**src/design/cpuPkg.sv**
```systemverilog
`default_nettype none

package cpuPkg;

	localparam int XLEN = 32;
	localparam int REG_ADDR_W = 5;
	localparam int IMEM_DEPTH = 64; // words
	localparam int DMEM_DEPTH = 64; // words
	localparam int IMEM_ADDR_W = 6;
	localparam int DMEM_ADDR_W = 6;

	// MIPS primary opcodes
	typedef enum logic [5:0] {
		OP_RTYPE = 6'd0,
		OP_ADDI = 6'd8,
		OP_LW = 6'd35,
		OP_SW = 6'd43
	} opcode_e;

	// funct field of R-type words
	typedef enum logic [5:0] {
		FN_ADD = 6'h20,
		FN_SUB = 6'h22,
		FN_AND = 6'h24,
		FN_OR = 6'h25,
		FN_SLT = 6'h2a
	} funct_e;

	typedef enum logic [2:0] {ALU_ADD, ALU_SUB, ALU_AND, ALU_OR, ALU_SLT} aluOp_e;

	typedef enum logic [1:0] {FWD_NONE, FWD_EXMEM, FWD_MEMWB} fwdSel_e;

	typedef struct packed {
		logic regWrite;
		logic memRead;
		logic memWrite;
		logic memToReg; // write back the load data, not the ALU result
		logic aluSrc; // operand B from the immediate
		aluOp_e aluOp;
		logic [REG_ADDR_W-1:0] destReg;
	} ctrl_t;

	typedef struct packed {
		logic [XLEN-1:0] instr;
	} ifId_t;

	typedef struct packed {
		ctrl_t ctrl;
		logic [REG_ADDR_W-1:0] rs;
		logic [REG_ADDR_W-1:0] rt;
		logic [XLEN-1:0] a; // rs value
		logic [XLEN-1:0] b; // rt value
		logic [XLEN-1:0] imm; // sign extended
	} idEx_t;

	typedef struct packed {
		logic regWrite;
		logic memRead;
		logic memWrite;
		logic memToReg;
		logic [REG_ADDR_W-1:0] destReg;
		logic [XLEN-1:0] aluOut;
		logic [XLEN-1:0] storeData;
	} exMem_t;

	typedef struct packed {
		logic regWrite;
		logic memToReg;
		logic [REG_ADDR_W-1:0] destReg;
		logic [XLEN-1:0] aluOut;
		logic [XLEN-1:0] loadData;
	} memWb_t;

	// write-back observation port
	typedef struct packed {
		logic valid;
		logic [REG_ADDR_W-1:0] regAddr;
		logic [XLEN-1:0] data;
	} wbPort_t;

	// instruction memory load port, used while in reset
	typedef struct packed {
		logic we;
		logic [IMEM_ADDR_W-1:0] addr;
		logic [XLEN-1:0] data;
	} progWrite_t;

	// value written back by the instruction in MEM/WB
	function automatic logic [XLEN-1:0] wbValue(input memWb_t w);
		return w.memToReg ? w.loadData : w.aluOut;
	endfunction

endpackage

`default_nettype wire

```
**src/design/hazardUnit.sv**
```systemverilog
`timescale 1ns/1ns
`default_nettype none

module hazardUnit (
	input cpuPkg::idEx_t idEx,
	input cpuPkg::ifId_t ifId,
	input cpuPkg::exMem_t exMem,
	input cpuPkg::memWb_t memWb,
	output logic stall,
	output cpuPkg::fwdSel_e fwdA,
	output cpuPkg::fwdSel_e fwdB
);
	import cpuPkg::*;

	logic [REG_ADDR_W-1:0] nextRs, nextRt; // fields of the word in IF/ID

	// newest producer wins; r0 and non-writing stages never forward
	function automatic fwdSel_e pickFwd(input logic [REG_ADDR_W-1:0] src);
		if (exMem.regWrite && exMem.destReg != '0 && exMem.destReg == src)
			return FWD_EXMEM;
		if (memWb.regWrite && memWb.destReg != '0 && memWb.destReg == src)
			return FWD_MEMWB; // covers load data too
		return FWD_NONE;
	endfunction

	assign nextRs = ifId.instr[25:21];
	assign nextRt = ifId.instr[20:16];

	// load in EX feeding the word in ID, one bubble
	always_comb
	begin
		stall = idEx.ctrl.memRead && idEx.ctrl.destReg != '0 &&
			(idEx.ctrl.destReg == nextRs || idEx.ctrl.destReg == nextRt);
	end

	always_comb
	begin
		fwdA = pickFwd(idEx.rs);
		fwdB = pickFwd(idEx.rt); // also feeds store data
	end

endmodule

`default_nettype wire

```
**config.mk**
```make
export PLATFORM = sky130hd
export DESIGN_NAME = hazardUnit
export DESIGN_NICKNAME = d
export VERILOG_FILES = /design/src/design/cpuPkg.sv /design/src/design/hazardUnit.sv
export SDC_FILE = /design/constraint.sdc
export NUM_CORES = 1
export LEC_CHECK = 0
export ABC_AREA = 1
export BUFFER_PORTS_ARGS = -buffer_cell sky130_fd_sc_hd__buf_2
export CORE_AREA = 3 3 116 118
export DETAILED_ROUTE_END_ITERATION = 10
export DIE_AREA = 0 0 119 121
export PLACE_DENSITY_LB_ADDON = 0.12
export REMOVE_ABC_BUFFERS = 1
export SETUP_SLACK_MARGIN = 0.2
export SLEW_MARGIN = 10
export SYNTH_ARGS = -nofsm -noshare
export SYNTH_HDL_FRONTEND = slang
export SYNTH_SLANG_ARGS = --single-unit
export TNS_END_PERCENT = 50
```
**constraint.sdc**
```tcl
create_clock -name vclk -period 0.8
set_clock_uncertainty 0.1 [all_clocks]
set_input_delay 0.04 -clock vclk [all_inputs]
set_output_delay 0.04 -clock vclk [all_outputs]
set_load 0.05 [all_outputs]
```
==> impl_results.md <==
* Antenna Diode Count at 0
* Relative max-transition margin at 0.864
* Routability congestion estimate at 0.669
* Die span in x at 119 µm
* Final Net Count at 473
* Starting utilization of the core area at 0.0447
* Number of flip-flops and latches at 0
* Leakage power at 0.658 nW
* Nature of the critical path endpoint: primary output
* Fraction of the yosys area taken by sequential cells at 0
* HPWL after detailed placement at 2.43 mm
* Yosys synthesis warning count at 0
* First-pass iteration count of the detailed router at 4
* Final cell area excluding filler cells at 1330 µm²
* First-pass GRT wire length at 4.00 mm
* Max IR drop VDD at 156 µV
* Area taken by multi-input logic gates at 599 µm²
* Post-placement worst setup slack at -0.374 ns
* Number of antenna violations at the first check in global routing at 0
* Placement Cell Area at 1030 µm²
* Hold Vio Cnt, Final at 0
* Buffers added on ports at 43
* Core region area at 12,600 µm²
* Total wire length after detailed routing at 2.57 mm
* Post-synthesis average cell area at 4.42 µm²
* Class of the tightest hold or removal check: input pin to primary output
* Worst setup slack after layout at -0.228 ns
* Area delta synth->final at 137%
* Fraction of layout instances using a drive strength above 1 at 0.523
* Std-Cell Rows at 41
* Setup-violating endpoint count in the final report at 5
* Maximum clock frequency at 973 MHz
* Data arrival time of the worst path at 0.89 ns
* Largest net degree at the start of global routing at 5
* Status: complete, but fails checks
* Layout clock buffer count at 0
* Vias post-DR at 866
* Violated checks: setup timing
* RSZ-0062 raised after global routing: yes
* Number of nets with antenna violations after detailed routing at 0
* Startpoint types: input pin
* IO Pins at 300
* Overall fraction of global-route tracks in use at 0.0328
* Post-detailed-route via-to-cell ratio at 2.49
* Required time reported for the critical path endpoint at 0.66 ns
* Post-Syn Instances at 127
* Final period demand of the worst path at 1.03 ns
* Fill count at 1,492
* Overflow left after global routing at 0
* Reg area at 0 µm²
* Power per standard cell area at 435 nW/µm²
* Number of unique standard cell types used by synthesis at 13
* # DRC at 0
* Crit path max fanout at 4
* Final number of max-transition violations at 0
* Total Die Area at 14,400 µm²
* Share of the clock period used by the worst path at 1.28
* CTS Hold Bufs at 0
* Max Cap Violations at 0
* Routed length per placed instance at 7.39 µm
* Height of the die at 121 µm
* Setup Crit Path Kind: input pin to primary output
* DR iter-0 viols at 25
* Area of the mapped netlist at 562 µm²
* Vias in the first global route at 832
* Worst slew pin tran at 0.202 ns
## final cells by class
class,instances,area share
multi-input combinational,100,0.450
tap,172,0.162
inverter,27,0.0836
timing repair buffer,49,0.305
## cell usage in the layout, fill, tap and decap left out, types with 4 or more instances in the layout
master and n:
buf_2 23, xor2_1 5, xnor2_2 4, nand2_2 10, buf_6 12, nor2_2 6
nand2_1 47, buf_4 8, nor2_4 5, inv_4 4, nor2_1 8, inv_2 7
nand3_2 5, buf_8 5, inv_1 16
## worst max-delay path: stages
cell     delay [ns]
buf_6          0.11
nor2_4         0.11
nand3_2        0.09
o21ai_4        0.21
nor2_4         0.07
nor2_2         0.10
buf_6          0.16
## cell usage after synthesis (all sizes together)
cell / number / area (µm²)
a21oi: 1 / 5.00
inv: 27 / 101
nand2: 57 / 214
nand3: 7 / 35.0
nand3b: 1 / 7.51
nand4: 2 / 12.5
nor2: 19 / 76.3
o21ai: 2 / 13.8
xnor2: 6 / 52.6
xor2: 5 / 43.8
## stage by stage
step	util	TNS, ns	std cells	total power [mW]	hold WS, ns
detailed placement	0.0819	-1.62	347	0.428	0.387
global placement	0.0819	-1.69	347	0.437	0.389
global route	0.106	-1.21	348	0.643	0.377
finish	0.106	-0.882	348	0.579	0.355
floorplan	-	-1.71	127	0.211	0.161
CTS	0.0932	-1.11	348	0.500	0.361
## what timing repair did
| action | CTS | global route |
|---|---|---|
| pin swaps | 22 | 20 |
| buffers inserted | 1 | 0 |
| resized for setup | 42 | 44 |
| endpoints found under the setup margin | 5 | 5 |
## report_power, final
group | switching, mW | internal [mW]
Combinational | 0.291 | 0.288
Sequential | 0 | 0
Clock | 0 | 0
Total | 0.291 | 0.288
## logic make-up after synthesis
group           count (synthesis)  share of synthesized area
compound gates                  3                     0.0334
buf+inv                        27                      0.180
simple gates                   86                      0.615
xor+xnor                       11                      0.171
## layer usage
metal,vias to the layer above,part of all wire,global-route usage
li1,472,-,-
met1,373,0.49,0.0484
met2,21,0.47,0.0558
met3,0,0.044,0.00186
met4,0,0,0
met5,-,0,0
## worst paths after layout
check | cells after the start | to | from | slack (ns)
min | 4 | stall | idEx[117] | 0.36
max | 7 | fwdA[1] | exMem[65] | -0.23
Power figures use the tool's default switching activity.
