==> src/design/cpuPkg.sv <==
`default_nettype none

package cpuPkg;

	localparam int XLEN = 32;
	localparam int REG_ADDR_W = 5;
	localparam int IMEM_DEPTH = 64; // words
	localparam int DMEM_DEPTH = 64; // words
	localparam int IMEM_ADDR_W = 6;
	localparam int DMEM_ADDR_W = 6;

	// MIPS primary opcodes
	typedef enum logic [5:0] {
		OP_RTYPE = 6'd0,
		OP_ADDI = 6'd8,
		OP_LW = 6'd35,
		OP_SW = 6'd43
	} opcode_e;

	// funct field of R-type words
	typedef enum logic [5:0] {
		FN_ADD = 6'h20,
		FN_SUB = 6'h22,
		FN_AND = 6'h24,
		FN_OR = 6'h25,
		FN_SLT = 6'h2a
	} funct_e;

	typedef enum logic [2:0] {ALU_ADD, ALU_SUB, ALU_AND, ALU_OR, ALU_SLT} aluOp_e;

	typedef enum logic [1:0] {FWD_NONE, FWD_EXMEM, FWD_MEMWB} fwdSel_e;

	typedef struct packed {
		logic regWrite;
		logic memRead;
		logic memWrite;
		logic memToReg; // write back the load data, not the ALU result
		logic aluSrc; // operand B from the immediate
		aluOp_e aluOp;
		logic [REG_ADDR_W-1:0] destReg;
	} ctrl_t;

	typedef struct packed {
		logic [XLEN-1:0] instr;
	} ifId_t;

	typedef struct packed {
		ctrl_t ctrl;
		logic [REG_ADDR_W-1:0] rs;
		logic [REG_ADDR_W-1:0] rt;
		logic [XLEN-1:0] a; // rs value
		logic [XLEN-1:0] b; // rt value
		logic [XLEN-1:0] imm; // sign extended
	} idEx_t;

	typedef struct packed {
		logic regWrite;
		logic memRead;
		logic memWrite;
		logic memToReg;
		logic [REG_ADDR_W-1:0] destReg;
		logic [XLEN-1:0] aluOut;
		logic [XLEN-1:0] storeData;
	} exMem_t;

	typedef struct packed {
		logic regWrite;
		logic memToReg;
		logic [REG_ADDR_W-1:0] destReg;
		logic [XLEN-1:0] aluOut;
		logic [XLEN-1:0] loadData;
	} memWb_t;

	// write-back observation port
	typedef struct packed {
		logic valid;
		logic [REG_ADDR_W-1:0] regAddr;
		logic [XLEN-1:0] data;
	} wbPort_t;

	// instruction memory load port, used while in reset
	typedef struct packed {
		logic we;
		logic [IMEM_ADDR_W-1:0] addr;
		logic [XLEN-1:0] data;
	} progWrite_t;

	// value written back by the instruction in MEM/WB
	function automatic logic [XLEN-1:0] wbValue(input memWb_t w);
		return w.memToReg ? w.loadData : w.aluOut;
	endfunction

endpackage

`default_nettype wire

==> src/design/executeStage.sv <==
`timescale 1ns/1ns
`default_nettype none

module executeStage (
	input logic clk,
	input logic rst,
	input cpuPkg::idEx_t idEx,
	input cpuPkg::fwdSel_e fwdA,
	input cpuPkg::fwdSel_e fwdB,
	input cpuPkg::memWb_t memWb,
	output cpuPkg::exMem_t exMem
);
	import cpuPkg::*;

	logic [XLEN-1:0] opA, opB;
	logic [XLEN-1:0] rtVal; // forwarded rt, before the immediate mux
	logic [XLEN-1:0] aluOut;

	// forwarding muxes
	always_comb
	begin
		case (fwdA)
			FWD_EXMEM: opA = exMem.aluOut;
			FWD_MEMWB: opA = wbValue(memWb);
			default: opA = idEx.a;
		endcase
		case (fwdB)
			FWD_EXMEM: rtVal = exMem.aluOut;
			FWD_MEMWB: rtVal = wbValue(memWb);
			default: rtVal = idEx.b;
		endcase
	end

	assign opB = idEx.ctrl.aluSrc ? idEx.imm : rtVal;

	// ALU
	always_comb
	begin
		case (idEx.ctrl.aluOp)
			ALU_SUB: aluOut = opA - opB;
			ALU_AND: aluOut = opA & opB;
			ALU_OR: aluOut = opA | opB;
			ALU_SLT: aluOut = {{(XLEN-1){1'b0}}, $signed(opA) < $signed(opB)};
			default: aluOut = opA + opB; // add, addi, address calc
		endcase
	end

	// EX/MEM register
	always_ff @(posedge clk)
	begin
		exMem.aluOut <= aluOut;
		exMem.storeData <= rtVal;
		if (rst)
		begin
			exMem.regWrite <= 1'b0;
			exMem.memRead <= 1'b0;
			exMem.memWrite <= 1'b0;
			exMem.memToReg <= 1'b0;
			exMem.destReg <= '0;
		end
		else
		begin
			exMem.regWrite <= idEx.ctrl.regWrite;
			exMem.memRead <= idEx.ctrl.memRead;
			exMem.memWrite <= idEx.ctrl.memWrite;
			exMem.memToReg <= idEx.ctrl.memToReg;
			exMem.destReg <= idEx.ctrl.destReg;
		end
	end

	// hazard unit only forwards from a stage that writes a register
	assert property (@(posedge clk) disable iff (rst)
		(fwdA == FWD_EXMEM || fwdB == FWD_EXMEM) |-> exMem.regWrite);
	assert property (@(posedge clk) disable iff (rst)
		(fwdA == FWD_MEMWB || fwdB == FWD_MEMWB) |-> memWb.regWrite);

endmodule

`default_nettype wire

==> config.mk <==
export PLATFORM = sky130hd
export DESIGN_NAME = executeStage
export DESIGN_NICKNAME = d
export VERILOG_FILES = /design/src/design/cpuPkg.sv /design/src/design/executeStage.sv
export SDC_FILE = /design/constraint.sdc
export NUM_CORES = 1
export LEC_CHECK = 0
export ABC_AREA = 1
export BUFFER_PORTS_ARGS = -buffer_cell sky130_fd_sc_hd__buf_2
export CAP_MARGIN = 20
export CORE_ASPECT_RATIO = 2
export CORE_UTILIZATION = 60
export CTS_BUF_LIST = sky130_fd_sc_hd__clkbuf_2
export DETAILED_ROUTE_END_ITERATION = 8
export PLACE_DENSITY = 0.9
export SYNTH_ARGS = -nofsm -noshare
export SYNTH_HDL_FRONTEND = slang
export SYNTH_SLANG_ARGS = --single-unit
==> constraint.sdc <==
create_clock -name clk -period 10 [get_ports clk]
set_clock_uncertainty 0.2 [all_clocks]
set_input_delay 1 -clock clk [delete_from_list [all_inputs] [get_ports clk]]
set_output_delay 1 -clock clk [all_outputs]
set_load 0.1 [all_outputs]
==> results.json <==
{
  "period_share_pct": 45.94,
  "synthToLayoutAreaGrowth_pct": 15.13,
  "startpoint_type": "input port",
  "clk_path_buf_depth": 2,
  "synthTopCellsByCount": "441 x nand2_1, 243 x inv_1, 167 x nor2_1",
  "post_drt_wl_per_cell_um": 20.15,
  "routed_via_density": 5.983,
  "synth_area_leaders": "nand2_1 17%, dfxtp_1 15%, ha_1 13%",
  "intPower_uw": 849.3,
  "ir_drop_v": 0.0002187,
  "grt.overflow.total": 0,
  "numCtsBuffers": 9,
  "critPathSlowestCell": "inv_2",
  "fmax_ghz": 0.2177,
  "grt_pass1_wl_mm": 62.20,
  "hold_viol": 0,
  "maxCapViolations": 0,
  "status": "completed",
  "p_switching_mw": 1.460,
  "cp_slowest_stage_delay_ps": 760,
  "post_synth_num_cell_types": 44,
  "die-height_um": 180.6,
  "vias": 12060,
  "syn_area_sq_um": 9574,
  "path_class": "in2reg",
  "ys_async_sr_fraction_pct": 0,
  "yosys_most_used_dff": "dfxtp_1",
  "worstSetupEndpointType": "flip-flop",
  "drc": 0,
  "antenna_found_initial": 1,
  "ys_ff_latch": 73,
  "cts_resized": 0,
  "place.gp.congestion": 1.110,
  "numPortBuffers": 252,
  "h-tree-depth": 3,
  "grt_start_max_net_pins": 65,
  "nets": 2107,
  "leakagePower_nw": 6.365,
  "crit_required_ps": 10350,
  "reg_top3": "exMem x73",
  "initial_core_util_pct": 61.00,
  "largest-register": "exMem",
  "postRouteAntennaNets": 0,
  "ctsHoldBuffers": 0,
  "synth_edf_count": 0,
  "arrival_ps": 4950,
  "final.fill_count": 1435,
  "worstMarginPinSlew_ps": 1105,
  "postCtsSetupBuffers": 0,
  "num_rows": 65,
  "synth.avg_cell_area_sq_um": 5.995,
  "fin_tns_setup_ps": 0,
  "finalMaxSlewViolations": 0,
  "ys_warn_count": 0,
  "die_area_sq_um": 16500,
  "whs_ps": 325.3,
  "worstPathCellList": "buf_2, inv_1, ha_1, inv_2, nor2_1, a21oi_1, nand2_1, nand2_1, ha_1, inv_1, fa_1, inv_1, nand2_1, o21ai_2, inv_1, o21ai_2, nand2_1, nand2_1, a21oi_1, o21ai_0, nand3_1",
  "grtUsageTotal_pct": 49.69,
  "pwr-share-seq_pct": 18.1,
  "hpwl_mm": 32.70,
  "drt-total-wl_mm": 40.62,
  "critPathTopFamily": "buffers and inverters",
  "drt_iter0_drc": 1173,
  "regArea_sq_um": 1461,
  "multiInputGateArea_sq_um": 6857,
  "rsz0062_at_grt": "no",
  "pwr-share-clk_pct": 10.5,
  "period_minus_slack_ps": 4594,
  "clock_sinks": 73,
  "pwr-share-comb_pct": 71.4,
  "chipWidth_um": 91.32,
  "grt_pass1_vias": 11980,
  "finalSetupViolCount": 0,
  "cts_tree": "yes",
  "swShare_pct": 63.23,
  "clockRootBuffer": "clkbuf_2",
  "synth_top_area_share_pct": 17.29,
  "clk_pin_slew_worst_paths_ps": 230,
  "io_pins": 269,
  "ys_seq_area_share_pct": 15.26,
  "syn_inst": 1597,
  "syn_nets": 1895,
  "firstDrtPassIters": 6,
  "cp_num_buf_inv": 6,
  "core_area_sq_um": 15700,
  "drive_gt1_share_pct": 19.63,
  "cp_max_fo": 62,
  "synth.most_common_cell": "nand2_1",
  "largest_register_ffs": 73,
  "hold_class": "in2reg",
  "crit_top_cell": "nand2_1",
  "insertion_delay_ps": 700,
  "powerDensity_nw_per_um2": 209.5,
  "synth_top_area_cell": "nand2_1",
  "slew-limit-headroom_pct": 26.36
}
cell families after synthesis:
logic type / count (synthesis) / share of synthesized area [%]
xor+xnor: 3 / 0.2745
fa+ha+maj: 102 / 13.49
mux: 32 / 4.940
simple gates: 767 / 33.06
flops: 73 / 15.26
compound gates: 305 / 19.77
buf+inv: 315 / 13.20
power groups by stage:
stage               sequential [mW]  clock, mW  combinational, mW
finish                        0.419      0.242               1.65
global route                  0.423      0.247               1.75
CTS                           0.413      0.235               1.60
detailed placement            0.420          0               1.60
global placement              0.418          0               1.58
floorplan                     0.896          0              0.727
area by class of cell:
type	instances	share of cell area, %
clock inverter	6	1.056
multi-input combinational	1209	62.20
tap	201	2.281
sequential	73	13.26
timing repair buffer	260	11.99
inverter	256	8.740
clock buffer	10	0.4540
antenna	1	0.02270
worst paths after layout:
| kind | startpoint | endpoint | slack (ps) | depth (start not counted) |
|---|---|---|---|---|
| worst max register to register | exMem[57] | exMem[59] | 6350 | 14 |
| worst max-delay path | fwdB[0] | exMem[48] | 5410 | 21 |
| worst min-delay path | idEx[118] | exMem[72] | 330 | 3 |
| worst min register to register | exMem[38] | exMem[6] | 410 | 2 |
layer usage:
layer | track usage (%) | share of wire [%] | wire length [um]
met5 | 0 | 0 | 0
met4 | 57.59 | 14 | 5563
met3 | 12.74 | 8.7 | 3546
met2 | 83.27 | 48 | 19400
met1 | 44.60 | 30 | 12110
layout by cell type, fill, tap and decap left out, types with 8 or more instances in the layout:
master      n
a22oi_1    62
o21a_1     34
nor3_1     12
nand3_1   108
ha_1      100
inv_2      12
o21ai_0    39
dfxtp_1    73
nand2_2    13
inv_1     243
nand2_1   441
o21bai_1   16
nand4_1     8
buf_2     252
a21oi_1   127
nor2_1    166
mux2_4     30
clkbuf_2   10
buf_4       8
worst reg2reg max path: stages (launching register included):
cell     delay, ps
dfxtp_1        500
a22oi_1        300
a21oi_1        140
nand2_1        120
nand2_1        110
ha_1           540
nand2_1        140
o21ai_0        700
inv_1          100
nand2_1        100
a21oi_1         50
nand2_1         70
nand2_1         50
nand3_1        150
nand3_1        200
through the flow:
stage          area (sq um)  cells  utilization, %  power (mW)  worst slack, ps
2_1_floorplan          9574   1597               -       1.622             6103
3_3_place_gp          10850   1999           69.15       1.997             4965
3_5_place_dp          10850   1999           69.15       2.017             4917
4_1_cts               11020   2015           70.21       2.251             5548
5_1_grt               11020   2016           70.23       2.418             5106
6_report              11020   2016           70.23       2.310             5406
Power figures use the tool's default switching activity.
